==> src/source/a8_pkg.sv <==
// ============================================================
// Shared widths, types and constants of the ROM and mouse glue
// Index decode follows the host menu file numbering
// ============================================================

package a8_pkg;

	// ============================================================
	// Widths
	// ============================================================
	localparam int BYTE_W     = 8;
	localparam int ROM_ADDR_W = 15;
	localparam int OS_ADDR_W  = 14;
	localparam int BAS_ADDR_W = 13;
	localparam int AXIS_W     = 8;
	localparam int JOY_BTN_W  = 14;

	typedef logic [BYTE_W-1:0]        byte_t;
	typedef logic [ROM_ADDR_W-1:0]    rom_addr_t;
	typedef logic [OS_ADDR_W-1:0]     os_addr_t;
	typedef logic [BAS_ADDR_W-1:0]    bas_addr_t;
	typedef logic signed [AXIS_W-1:0] axis_t;
	// One guard bit for the sum before clamping
	typedef logic signed [AXIS_W:0]   axis_sum_t;
	typedef logic [JOY_BTN_W-1:0]     joy_btn_t;
	typedef logic [7:0]               file_idx_t;

	// ============================================================
	// Constants
	// ============================================================
	localparam file_idx_t IDX_OS_BOOT  = 8'h00;
	localparam file_idx_t IDX_OS_MENU  = 8'h04;
	localparam file_idx_t IDX_BAS_BOOT = 8'h40;
	localparam file_idx_t IDX_BAS_MENU = 8'h05;

	localparam byte_t FILL_BYTE = 8'hFF;

	localparam int MOUSE_STEP_MAX     = 10;
	localparam int AXIS_MIN           = -128;
	localparam int AXIS_MAX           = 127;
	localparam int RESET_PULSE_CYCLES = 1000;

	typedef logic [$clog2(RESET_PULSE_CYCLES)-1:0] rst_cnt_t;

	// Host download stream, one byte per wr strobe
	typedef struct packed {
		logic      wr;
		logic      download;
		file_idx_t index;
		os_addr_t  addr;
		byte_t     dout;
	} host_load_t;

	// PS/2 mouse word as delivered by the host, low bits of each delta unused
	typedef struct packed {
		logic       strobe;
		logic [6:0] dy;
		logic       dy_lsb;
		logic [6:0] dx;
		logic       dx_lsb;
		logic [1:0] ovf;
		logic       y_sign;
		logic       x_sign;
		logic [1:0] rsvd;
		logic [1:0] btn;
	} ps2_mouse_t;

	// MENU forms match on the low six index bits only
	function automatic logic is_os_index(input file_idx_t idx);
		return (idx == IDX_OS_BOOT) || (idx[5:0] == IDX_OS_MENU[5:0]);
	endfunction

	function automatic logic is_bas_index(input file_idx_t idx);
		return (idx == IDX_BAS_BOOT) || (idx[5:0] == IDX_BAS_MENU[5:0]);
	endfunction

endpackage

==> src/source/load_reset_gen.sv <==
// ============================================================
// Cold reset request after a download of an active system ROM
// Pulse starts two cycles after download falls
// ============================================================

`timescale 1ns/1ps

module load_reset_gen (
	input  logic               clk_sys,
	input  logic               areset,
	input  a8_pkg::host_load_t load_i,
	input  logic               basic_en_i,
	output logic               cold_reset_o
);
	import a8_pkg::*;

	logic     hit;
	logic     required_q;
	logic     sys_dl_q;
	logic     start_q;
	rst_cnt_t cnt_q;

	// A byte counts if it lands in a bank the machine runs from
	assign hit = load_i.wr & (is_os_index(load_i.index) |
		(is_bas_index(load_i.index) & basic_en_i));

	always_ff @(posedge clk_sys) begin
		if (areset) begin
			sys_dl_q   <= 1'b0;
			start_q    <= 1'b0;
			required_q <= 1'b0;
			cnt_q      <= '0;
			cold_reset_o <= 1'b0;
		end else begin
			sys_dl_q <= load_i.download &
				(is_os_index(load_i.index) | is_bas_index(load_i.index));
			// Registered end of transfer
			start_q <= sys_dl_q & ~load_i.download;

			if (start_q) begin
				required_q <= 1'b0;
			end else if (load_i.download && hit) begin
				required_q <= 1'b1;
			end

			if (start_q) begin
				cold_reset_o <= required_q;
				cnt_q        <= rst_cnt_t'(RESET_PULSE_CYCLES - 1);
			end else if (cnt_q != '0) begin
				cnt_q <= cnt_q - 1'b1;
			end else begin
				cold_reset_o <= 1'b0;
			end
		end
	end

endmodule

==> config.mk <==
export PLATFORM = sky130hd
export DESIGN_NAME = load_reset_gen
export DESIGN_NICKNAME = d
export VERILOG_FILES = /design/src/source/a8_pkg.sv /design/src/source/load_reset_gen.sv
export SDC_FILE = /design/constraint.sdc
export NUM_CORES = 1
export LEC_CHECK = 0
export ABC_AREA = 1
export BUFFER_PORTS_ARGS = -buffer_cell sky130_fd_sc_hd__buf_2
export CORE_MARGIN = 3
export CORE_UTILIZATION = 30
export DETAILED_ROUTE_END_ITERATION = 12
export SLEW_MARGIN = 20
export SYNTH_ARGS = -nofsm -noshare
export SYNTH_HDL_FRONTEND = slang
export SYNTH_SLANG_ARGS = --single-unit
==> constraint.sdc <==
create_clock -name clk_sys -period 1.5 [get_ports clk_sys]
set_clock_uncertainty 0.15 [all_clocks]
set_input_delay 0.225 -clock clk_sys [delete_from_list [all_inputs] [get_ports clk_sys]]
set_output_delay 0.225 -clock clk_sys [all_outputs]
set_load 0.02 [all_outputs]
==> impl_metrics.env <==
export IMPL_rows=17
export IMPL_drt_iter0_markers=25
export IMPL_cts_root_buf="clkbuf_4"
export IMPL_fmax_ghz=0.7081
export IMPL_grt_start_max_net_pins=12
export IMPL_route_detailed_drc=0
export IMPL_place_ws_ns=0.003004
export IMPL_tritoncts="done"
export IMPL_die_h_um=56.03
export IMPL_ff_latch_area_um2=282.8
export IMPL_fin_crit_sh_pct=94.15
export IMPL_via_per_inst=4.759
export IMPL_synth_top_area_share_pct=37.33
export IMPL_worstPathRequired_ns=1.52
export IMPL_gp_congestion=0.7296
export IMPL_worstSetupEndpointType="register"
export IMPL_hold_path_class="input pin to register"
export IMPL_multiInputGateArea_um2=429.2
export IMPL_synth_warning_count=0
export IMPL_timing_final_ws_setup_ns=0.08773
export IMPL_final_min_clock_period_ns=1.412
export IMPL_die_w_um=56.03
export IMPL_final_cell_mix="22 x nand2_1, 17 x inv_1, 15 x nor2_1, 13 x buf_2, 12 x dfxtp_1"
export IMPL_floorplan_initialDensity_pct=32.68
export IMPL_final_layout_size_suffix_gt1_share_pct=28.26
export IMPL_final_common_cell="nand2_1"
export IMPL_dr_pass1_iters=4
export IMPL_syn_inst=113
export IMPL_grt_util_all_layers_pct=11.21
export IMPL_overflow=0
export IMPL_dp_cells=156
export IMPL_maxCapViolCount=0
export IMPL_synth_nets=149
export IMPL_p_leak_nw=0.4885
export IMPL_vias=790
export IMPL_setup_viol=0
export IMPL_coreArea_um2=2297
export IMPL_clkLatencyLatePin_ns=0.28
export IMPL_grt_pass1_wl_um=2849
export IMPL_power_density_nw_per_um2=2096
export IMPL_timing_hold_ws_ns=0.04808
export IMPL_clk_path_buf_depth=2
export IMPL_cts_sinks=14
export IMPL_ant_nets=0
export IMPL_timing_critical_path_slowest_cell_delay_ns=0.33
export IMPL_slowest_stage="dfxtp_2"
export IMPL_area_growth_pct=32.33
export IMPL_crit_chain="inv_2, ha_4, nand3_4, nor2_4, nand3_4, buf_4, nand2_1, a21oi_1"
export IMPL_avgSynthCellArea_um2=6.644
export IMPL_setup_tns_final_ns=0
export IMPL_routedWlPerCell_um=10.40
export IMPL_fin_cells=166
export IMPL_totalWireLength_um=1727
export IMPL_synth_seq_cells=14
export IMPL_path_clk_slew_ns=0.08
export IMPL_diodes=0
export IMPL_finalHoldViolCount=0
export IMPL_cpMostUsedCell="nand3_4"
export IMPL_netlist_top_cells_area="dfxtp_1 37%, nand2_1 12%, inv_1 9.5%"
export IMPL_startpoint_type="register"
export IMPL_hpwl_um=1261
export IMPL_dieArea_um2=3139
export IMPL_antenna_found_initial=0
export IMPL_yosys_cell_types_count=19
export IMPL_outcome="finished clean"
export IMPL_grt_pass1_vias=728
export IMPL_power_mw=2.082
export IMPL_nets=175
export IMPL_worstPathMaxFanout=5
export IMPL_nFillCells=263
export IMPL_placement_io_buffers=13
export IMPL_io_pins=36
export IMPL_syn_area_um2=750.7
export IMPL_critPathKind="register to register"
export IMPL_peakVddDrop_v=0.001083
export IMPL_cts_buffers=3
export IMPL_yosys_area_top_type="dfxtp_1"
export IMPL_h_tree_depth=1
export IMPL_relSlewSlack_pct=77.72
export IMPL_cp_arrival_ns=1.43
export IMPL_tightestPinTransition_ns=0.3338
export IMPL_ys_seq_area_share_pct=37.33
export IMPL_slew_violations=0
## cell usage after synthesis, drive strengths merged
library cell and count:
nand2 23, inv 21, nor2 18, dfxtp 14, nand3 14, a21oi 7, nand4 4, o21ai 4
nand3b 2, a31oi 1, buf 1, ha 1, nor3b 1, o211ai 1, xor2 1
## state kept, by name, indices dropped and copies added (netlist names)
name,flops
cnt_q,10
cold_reset_o,1
required_q,1
start_q,1
sys_dl_q,1
## what timing repair did
item	4_1_cts	5_1_grt
pin swaps	0	6
resized for setup	1	11
hold buffers	1	0
hold endpoints to repair	1	0
buffers inserted	0	4
cloned	0	1
setup endpoints to repair	1	11
## power breakdown
part	internal, mW	switching (mW)
Combinational	0.529	0.708
Sequential	0.491	0.0794
Clock	0.148	0.128
## stage by stage
| step | area, µm² | util [%] |
|---|---|---|
| detailed placement | 868.3 | 37.80 |
| floorplan | 750.7 | - |
| global route | 993.5 | 43.25 |
| CTS | 917.1 | 39.92 |
| global placement | 868.3 | 37.80 |
| finish | 993.5 | 43.25 |
## critical path: cells and delay by family, from the launching register on
kind | cells | cell delay [ns]
adder cells (fa/ha/maj) | 1 | 0.15
flip-flops | 1 | 0.33
AND/OR/NAND/NOR | 4 | 0.40
AO/OA/AOI/OAI | 1 | 0.05
buffers and inverters | 2 | 0.23
## path summary, 6_finish.rpt
path                         startpoint               endpoint  slack, ns  depth (start not counted)
setup / recovery  cnt_q[1]$_SDFFE_PP0P_  cnt_q[2]$_SDFFE_PP0P_       0.09                          8
hold / removal                   areset  cnt_q[2]$_SDFFE_PP0P_       0.05                          2
setup reg to reg  cnt_q[1]$_SDFFE_PP0P_  cnt_q[2]$_SDFFE_PP0P_       0.09                          8
hold reg to reg     sys_dl_q$_SDFF_PP0_     start_q$_SDFF_PP0_       0.28                          2
## per-layer routing
layer	track usage, %	part of all wire, %	vias up	wire length (µm)
li1	-	-	414	-
met1	12.15	43	346	744
met2	20.20	49	25	844
met3	4.176	6.6	5	114
met4	3.051	1.4	0	24
met5	0	0	-	0
## area by class of cell
type	count	share of cell area [%]
clock buffers	4	3.652
inverters	21	7.935
multi-input cells	78	43.20
flip-flops and latches	14	28.46
well taps	28	3.526
repair buffers	21	13.22
## cell families after synthesis
group	Yosys count	synth area share, %
AO/OA/AOI/OAI	13	9.167
XOR/XNOR	1	1.167
adder cells (fa/ha/maj)	1	1.666
buffers and inverters	22	11.17
flip-flops	14	37.33
AND/OR/NAND/NOR	62	39.50
No activity file was read; power rests on OpenSTA's default activity.
