$ cat config.mk
export PLATFORM = sky130hd
export DESIGN_NAME = mouse_axis
export DESIGN_NICKNAME = d
export VERILOG_FILES = /design/src/source/a8_pkg.sv /design/src/source/mouse_axis.sv
export SDC_FILE = /design/constraint.sdc
export NUM_CORES = 1
export LEC_CHECK = 0
export ABC_AREA = 1
export BUFFER_PORTS_ARGS = -buffer_cell sky130_fd_sc_hd__buf_2
export CORE_ASPECT_RATIO = 1.2
export CORE_MARGIN = 3
export CORE_UTILIZATION = 44
export CTS_CLUSTER_SIZE = 28
export DETAILED_ROUTE_END_ITERATION = 7
export PLACE_DENSITY = 0.76
export REMOVE_ABC_BUFFERS = 1
export SKIP_LAST_GASP = 1
export SYNTH_ARGS = -nofsm -noshare
export SYNTH_HDL_FRONTEND = slang
export SYNTH_SLANG_ARGS = --single-unit
$ cat constraint.sdc
create_clock -name clk_sys -period 3 [get_ports clk_sys]
set_clock_uncertainty 0.2 [all_clocks]
set_input_delay 0 -clock clk_sys [delete_from_list [all_inputs] [get_ports clk_sys]]
set_output_delay 0 -clock clk_sys [all_outputs]
set_load 0.03 [all_outputs]
$ cat src/source/a8_pkg.sv
// ============================================================
// Shared widths, types and constants of the ROM and mouse glue
// Index decode follows the host menu file numbering
// ============================================================

package a8_pkg;

	// ============================================================
	// Widths
	// ============================================================
	localparam int BYTE_W     = 8;
	localparam int ROM_ADDR_W = 15;
	localparam int OS_ADDR_W  = 14;
	localparam int BAS_ADDR_W = 13;
	localparam int AXIS_W     = 8;
	localparam int JOY_BTN_W  = 14;

	typedef logic [BYTE_W-1:0]        byte_t;
	typedef logic [ROM_ADDR_W-1:0]    rom_addr_t;
	typedef logic [OS_ADDR_W-1:0]     os_addr_t;
	typedef logic [BAS_ADDR_W-1:0]    bas_addr_t;
	typedef logic signed [AXIS_W-1:0] axis_t;
	// One guard bit for the sum before clamping
	typedef logic signed [AXIS_W:0]   axis_sum_t;
	typedef logic [JOY_BTN_W-1:0]     joy_btn_t;
	typedef logic [7:0]               file_idx_t;

	// ============================================================
	// Constants
	// ============================================================
	localparam file_idx_t IDX_OS_BOOT  = 8'h00;
	localparam file_idx_t IDX_OS_MENU  = 8'h04;
	localparam file_idx_t IDX_BAS_BOOT = 8'h40;
	localparam file_idx_t IDX_BAS_MENU = 8'h05;

	localparam byte_t FILL_BYTE = 8'hFF;

	localparam int MOUSE_STEP_MAX     = 10;
	localparam int AXIS_MIN           = -128;
	localparam int AXIS_MAX           = 127;
	localparam int RESET_PULSE_CYCLES = 1000;

	typedef logic [$clog2(RESET_PULSE_CYCLES)-1:0] rst_cnt_t;

	// Host download stream, one byte per wr strobe
	typedef struct packed {
		logic      wr;
		logic      download;
		file_idx_t index;
		os_addr_t  addr;
		byte_t     dout;
	} host_load_t;

	// PS/2 mouse word as delivered by the host, low bits of each delta unused
	typedef struct packed {
		logic       strobe;
		logic [6:0] dy;
		logic       dy_lsb;
		logic [6:0] dx;
		logic       dx_lsb;
		logic [1:0] ovf;
		logic       y_sign;
		logic       x_sign;
		logic [1:0] rsvd;
		logic [1:0] btn;
	} ps2_mouse_t;

	// MENU forms match on the low six index bits only
	function automatic logic is_os_index(input file_idx_t idx);
		return (idx == IDX_OS_BOOT) || (idx[5:0] == IDX_OS_MENU[5:0]);
	endfunction

	function automatic logic is_bas_index(input file_idx_t idx);
		return (idx == IDX_BAS_BOOT) || (idx[5:0] == IDX_BAS_MENU[5:0]);
	endfunction

endpackage

$ cat src/source/mouse_axis.sv
// ============================================================
// Mouse packets drive analog stick one and fire buttons 8:7
// Any real stick movement or a CPU halt hands control back
// ============================================================

`timescale 1ns/1ps

module mouse_axis (
	input  logic               clk_sys,
	input  logic               areset,

	input  a8_pkg::ps2_mouse_t mouse_i,
	input  logic               invert_y_i,

	input  a8_pkg::axis_t      joy_analog_x_i,
	input  a8_pkg::axis_t      joy_analog_y_i,
	input  a8_pkg::joy_btn_t   joy_buttons_i,
	input  logic               cpu_halt_i,

	output a8_pkg::axis_t      axis_x_o,
	output a8_pkg::axis_t      axis_y_o,
	output a8_pkg::joy_btn_t   joy_buttons_o
);
	import a8_pkg::*;

	logic      strobe_q;
	logic      packet;
	logic      release_req;
	logic      ctrl_q;
	axis_t     acc_x_q;
	axis_t     acc_y_q;
	axis_sum_t dx_step;
	axis_sum_t dy_step;
	axis_sum_t sum_x;
	axis_sum_t sum_y;

	// Per-packet delta limited to the step range
	function automatic axis_sum_t clamp_step(input axis_sum_t d);
		if (d > axis_sum_t'(MOUSE_STEP_MAX)) begin
			return axis_sum_t'(MOUSE_STEP_MAX);
		end
		if (d < axis_sum_t'(-MOUSE_STEP_MAX)) begin
			return axis_sum_t'(-MOUSE_STEP_MAX);
		end
		return d;
	endfunction

	function automatic axis_t clamp_axis(input axis_sum_t s);
		if (s > axis_sum_t'(AXIS_MAX)) begin
			return axis_t'(AXIS_MAX);
		end
		if (s < axis_sum_t'(AXIS_MIN)) begin
			return axis_t'(AXIS_MIN);
		end
		return s[AXIS_W-1:0];
	endfunction

	// ============================================================
	// Accumulation
	// ============================================================
	assign packet      = (mouse_i.strobe != strobe_q);
	assign release_req = (joy_analog_x_i != '0) || (joy_analog_y_i != '0) || cpu_halt_i;

	assign dx_step = clamp_step({mouse_i.x_sign, mouse_i.x_sign, mouse_i.dx});
	assign dy_step = clamp_step({mouse_i.y_sign, mouse_i.y_sign, mouse_i.dy});

	assign sum_x = axis_sum_t'(acc_x_q) + dx_step;
	assign sum_y = invert_y_i ? (axis_sum_t'(acc_y_q) - dy_step) :
		(axis_sum_t'(acc_y_q) + dy_step);

	// Strobe history only, so no clear is needed
	always_ff @(posedge clk_sys) begin
		strobe_q <= mouse_i.strobe;
	end

	always_ff @(posedge clk_sys) begin
		if (areset || release_req) begin
			ctrl_q  <= 1'b0;
			acc_x_q <= '0;
			acc_y_q <= '0;
		end else if (packet) begin
			ctrl_q  <= 1'b1;
			acc_x_q <= clamp_axis(sum_x);
			acc_y_q <= clamp_axis(sum_y);
		end
	end

	// ============================================================
	// Output select
	// ============================================================
	assign axis_x_o = ctrl_q ? acc_x_q : joy_analog_x_i;
	assign axis_y_o = ctrl_q ? acc_y_q : joy_analog_y_i;

	assign joy_buttons_o = {joy_buttons_i[13:9],
		ctrl_q ? mouse_i.btn : joy_buttons_i[8:7],
		joy_buttons_i[6:0]};

endmodule

==> metrics.md <==
| Metric | Value |
|---|---|
| Synth top area share | 16.1% |
| Die area | 5990 µm² |
| Slew Viols, Final | 0 |
| Most frequent cells in the layout | nand2_1 (85), inv_1 (58), buf_2 (53), buf_4 (39), a21oi_1 (29) |
| Worst Path Arrival | 2.93 ns |
| Worst Hold Path EP | acc_x_q[0]$_SDFFE_PP0P_ |
| Final Hold Fails | 0 |
| Final GP Congestion | 0.842 |
| Post-Synth Simple-Gate Area | 32.8% |
| Cells after Synth | 373 |
| Die X | 71.1 µm |
| Number of vias in the routed layout | 2634 |
| Count of clock tree sinks | 18 |
| Die height | 84.2 µm |
| Buf/Inv on CP | 5 |
| Max Cap Violations | 0 |
| Global Route Usage Sum | 20.6% |
| Num CTS Buffers | 3 |
| Post-synthesis compound-gate area fraction | 17.7% |
| Final min period | 2.99 ns |
| Cell Area, Synth | 2240 µm² |
| WL/cell | 12.3 µm |
| Antenna violations before repair | 0 |
| Worst-Margin Slew | 0.393 ns |
| Worst Path Required | 2.94 ns |
| First-iteration detailed-routing DRC count | 121 |
| Aggregate routed wire length | 6510 µm |
| Slowest CP cell | ha_4 |
| Post-synth EDFFs | 0 |
| Rel. slew slack | 73.8% |
| Final Cycle Share | 99.6% |
| Dpl hpwl | 4870 µm |
| FFs w/ async S/R, synth | 0% |
| CP Capture Type | register |
| Avg Inst Size Synth | 6.01 µm² |
| Vias/cell | 4.97 |
| Clk root buf | clkbuf_8 |
| Worst min-delay path class | in -> reg |
| Critical Path Max Stage Delay | 0.33 ns |
| CTS clk-pin slew, worst paths | 0.07 ns |
| Pleak | 1.71 nW |
| CTS Buffer Depth | 2 |
| Cell type with the largest total area after synthesis | dfxtp_1 |
| Crit Path Class | in -> reg |
| Io pins | 89 |
| Ant. Diodes | 0 |
| Peak VDD IR | 0.000151 V |
| Yosys Warn Count | 0 |
| Antenna Nets Post-Route | 0 |
| Nets@finish | 553 |
| RSZ-0062 raised after global routing | true |
| Hold depth | 6 |
| Post-synthesis adder-cell area fraction | 12.4% |
| DRC viols | 0 |
| Xor/xnor share of the synthesized area | 5.08% |
| R2R Path End | acc_y_q[4]$_SDFFE_PP0P_ |
| Global-route wire length before repair | 10500 µm |
| Largest net degree at the start of global routing | 26 |
| F_max | 335 MHz |
| PwrDens | 267 nW/µm² |
| Placeable Area | 4760 µm² |
| Dominant synthesized flop cell | dfxtp_1 |
| R2r setup slk | 0.61 ns |
| Drt first pass iters | 4 |
| #FFs+latches synth | 18 |
| CP dominant cell by count | nand2_4 |
| Vias in the first global route | 2589 |
| Share of layout cells above drive strength 1 | 33.5% |
| CTS tree | yes |
| Largest family of logic cells by synthesized area | simple AND/OR/NAND/NOR gates |
| H-tree levels | 1 |
| Distinct cell type count after synthesis | 36 |
| Worst-path fanout max | 7 |
| Endpoints failing setup | 0 |
| Area Overhead vs Synth | 43.8% |
| FF-to-FF path depth | 15 |
| Commonest non-fill, non-tap cell in the layout | nand2_1 |
| Main area contributors after synthesis | dfxtp_1 (16%), nand2_1 (16%), ha_1 (11%) |
| Hold path startpoint | mouse_i[9] |
| Setup TNS | 0 ns |
| CP top delay family | simple AND/OR/NAND/NOR gates |
| Mux contribution to synthesized area | 0% |
| Fin util | 67.7% |
| Clock Latency Late Sink | 0.25 ns |
| Register area share after synthesis | 16.1% |
| Grt total ovfl | 0 |
| Outcome | finished clean |
| Row count | 27 |
| Starting density of the core | 47.0% |
| R2r startpoint | acc_y_q[0]$_SDFFE_PP0P_ |
| Crit start category | input port |
| Port bufs | 58 |
[worst register-to-register path, cell delays in order (launching register included)]
cell and delay, ns:
dfxtp_1 0.33, inv_1 0.07, ha_1 0.23, fa_1 0.42, o21ai_2 0.17, nand2_1 0.11
nand2_1 0.07, nand2_1 0.06, nand2_2 0.09, inv_2 0.05, nand3_4 0.07, nand2_2 0.07
nand2_2 0.08, nand2_4 0.09, nor2_2 0.13, nor2_1 0.05
[kinds of logic (layout without fill, tap and decap cells)]
family | after synthesis | count (layout)
buffers and inverters | 83 | 182
adder cells (fa/ha/maj) | 21 | 21
AND/OR/NAND/NOR | 165 | 165
AO/OA/AOI/OAI | 73 | 73
XOR/XNOR | 13 | 13
flip-flops | 18 | 18
[power by group]
| group | switching (W) | internal [W] | leakage, nW |
|---|---|---|---|
| logic | 0.000239 | 0.000189 | 1.53 |
| registers | 0.000000270 | 0.000240 | 0.145 |
| clock network | 0.0000758 | 0.000116 | 0.0288 |
[flip-flops by register name, indices dropped and copies added, names as in the netlist]
register  flops
acc_y_q       8
acc_x_q       8
strobe_q      1
ctrl_q        1
[worst max path at each step]
stage / start / endpoint / slack (ns) / cells past startpoint
floorplan: mouse_i[22] / acc_y_q[0]$_SDFFE_PP0P_ / -0.06 / 26
CTS: mouse_i[18] / acc_y_q[2]$_SDFFE_PP0P_ / -0.001 / 27
global placement: mouse_i[22] / acc_y_q[5]$_SDFFE_PP0P_ / -0.35 / 27
global route: mouse_i[22] / acc_y_q[6]$_SDFFE_PP0P_ / -0.24 / 30
finish: mouse_i[19] / acc_y_q[4]$_SDFFE_PP0P_ / 0.01 / 28
detailed placement: mouse_i[18] / acc_y_q[2]$_SDFFE_PP0P_ / -0.51 / 27
[layer usage]
metal	vias to the layer above	GRT usage, %	wire length [µm]
met4	0	9.23	178
met2	73	41.4	3750
li1	1376	-	-
met5	-	0	0
met3	16	1.80	245
met1	1169	20.6	2340
[final cells by class]
| class | count | area, µm² |
|---|---|---|
| Multi-Input combinational cell | 272 | 1700 |
| Fill cell | 434 | 1540 |
| Timing Repair Buffer | 114 | 790 |
| Sequential cell | 18 | 360 |
| Inverter | 64 | 243 |
| Tap cell | 58 | 72.6 |
| Clock buffer | 4 | 55.1 |
[synthesized netlist by cell type, types with 2 or more instances]
library cell and number:
buf_4 12, ha_1 19, inv_2 4, nor2_2 2
or2_2 4, fa_1 2, xor2_1 7, xnor2_1 6
nand3_1 13, o21ai_2 2, inv_1 60, o21ai_0 30
dfxtp_1 18, nor2_1 30, nand4_1 4, nor4_1 2
nor3_1 5, nand2_4 3, nand2_1 94, nand2_2 4
a21oi_1 31, clkbuf_1 6, o21ai_1 2
[per-stage QoR]
step	cells	hold WS, ns	setup WS (ns)	area [µm²]	total power [W]
floorplan	354	-0.200	-0.0626	2120	0.000453
global placement	506	-0.200	-0.352	2760	0.000576
detailed placement	506	-0.200	-0.513	2760	0.000583
CTS	527	0.137	-0.00119	3050	0.000822
global route	530	0.175	-0.235	3220	0.000918
finish	530	0.136	0.0113	3220	0.000860
[timing repair]
item	CTS	global route
hold buffers	16	0
setup endpoints to repair	8	15
resized for setup	14	37
buffers inserted	1	3
pin swaps	15	29
hold endpoints to repair	14	0
No activity file was read; power rests on OpenSTA's default activity.
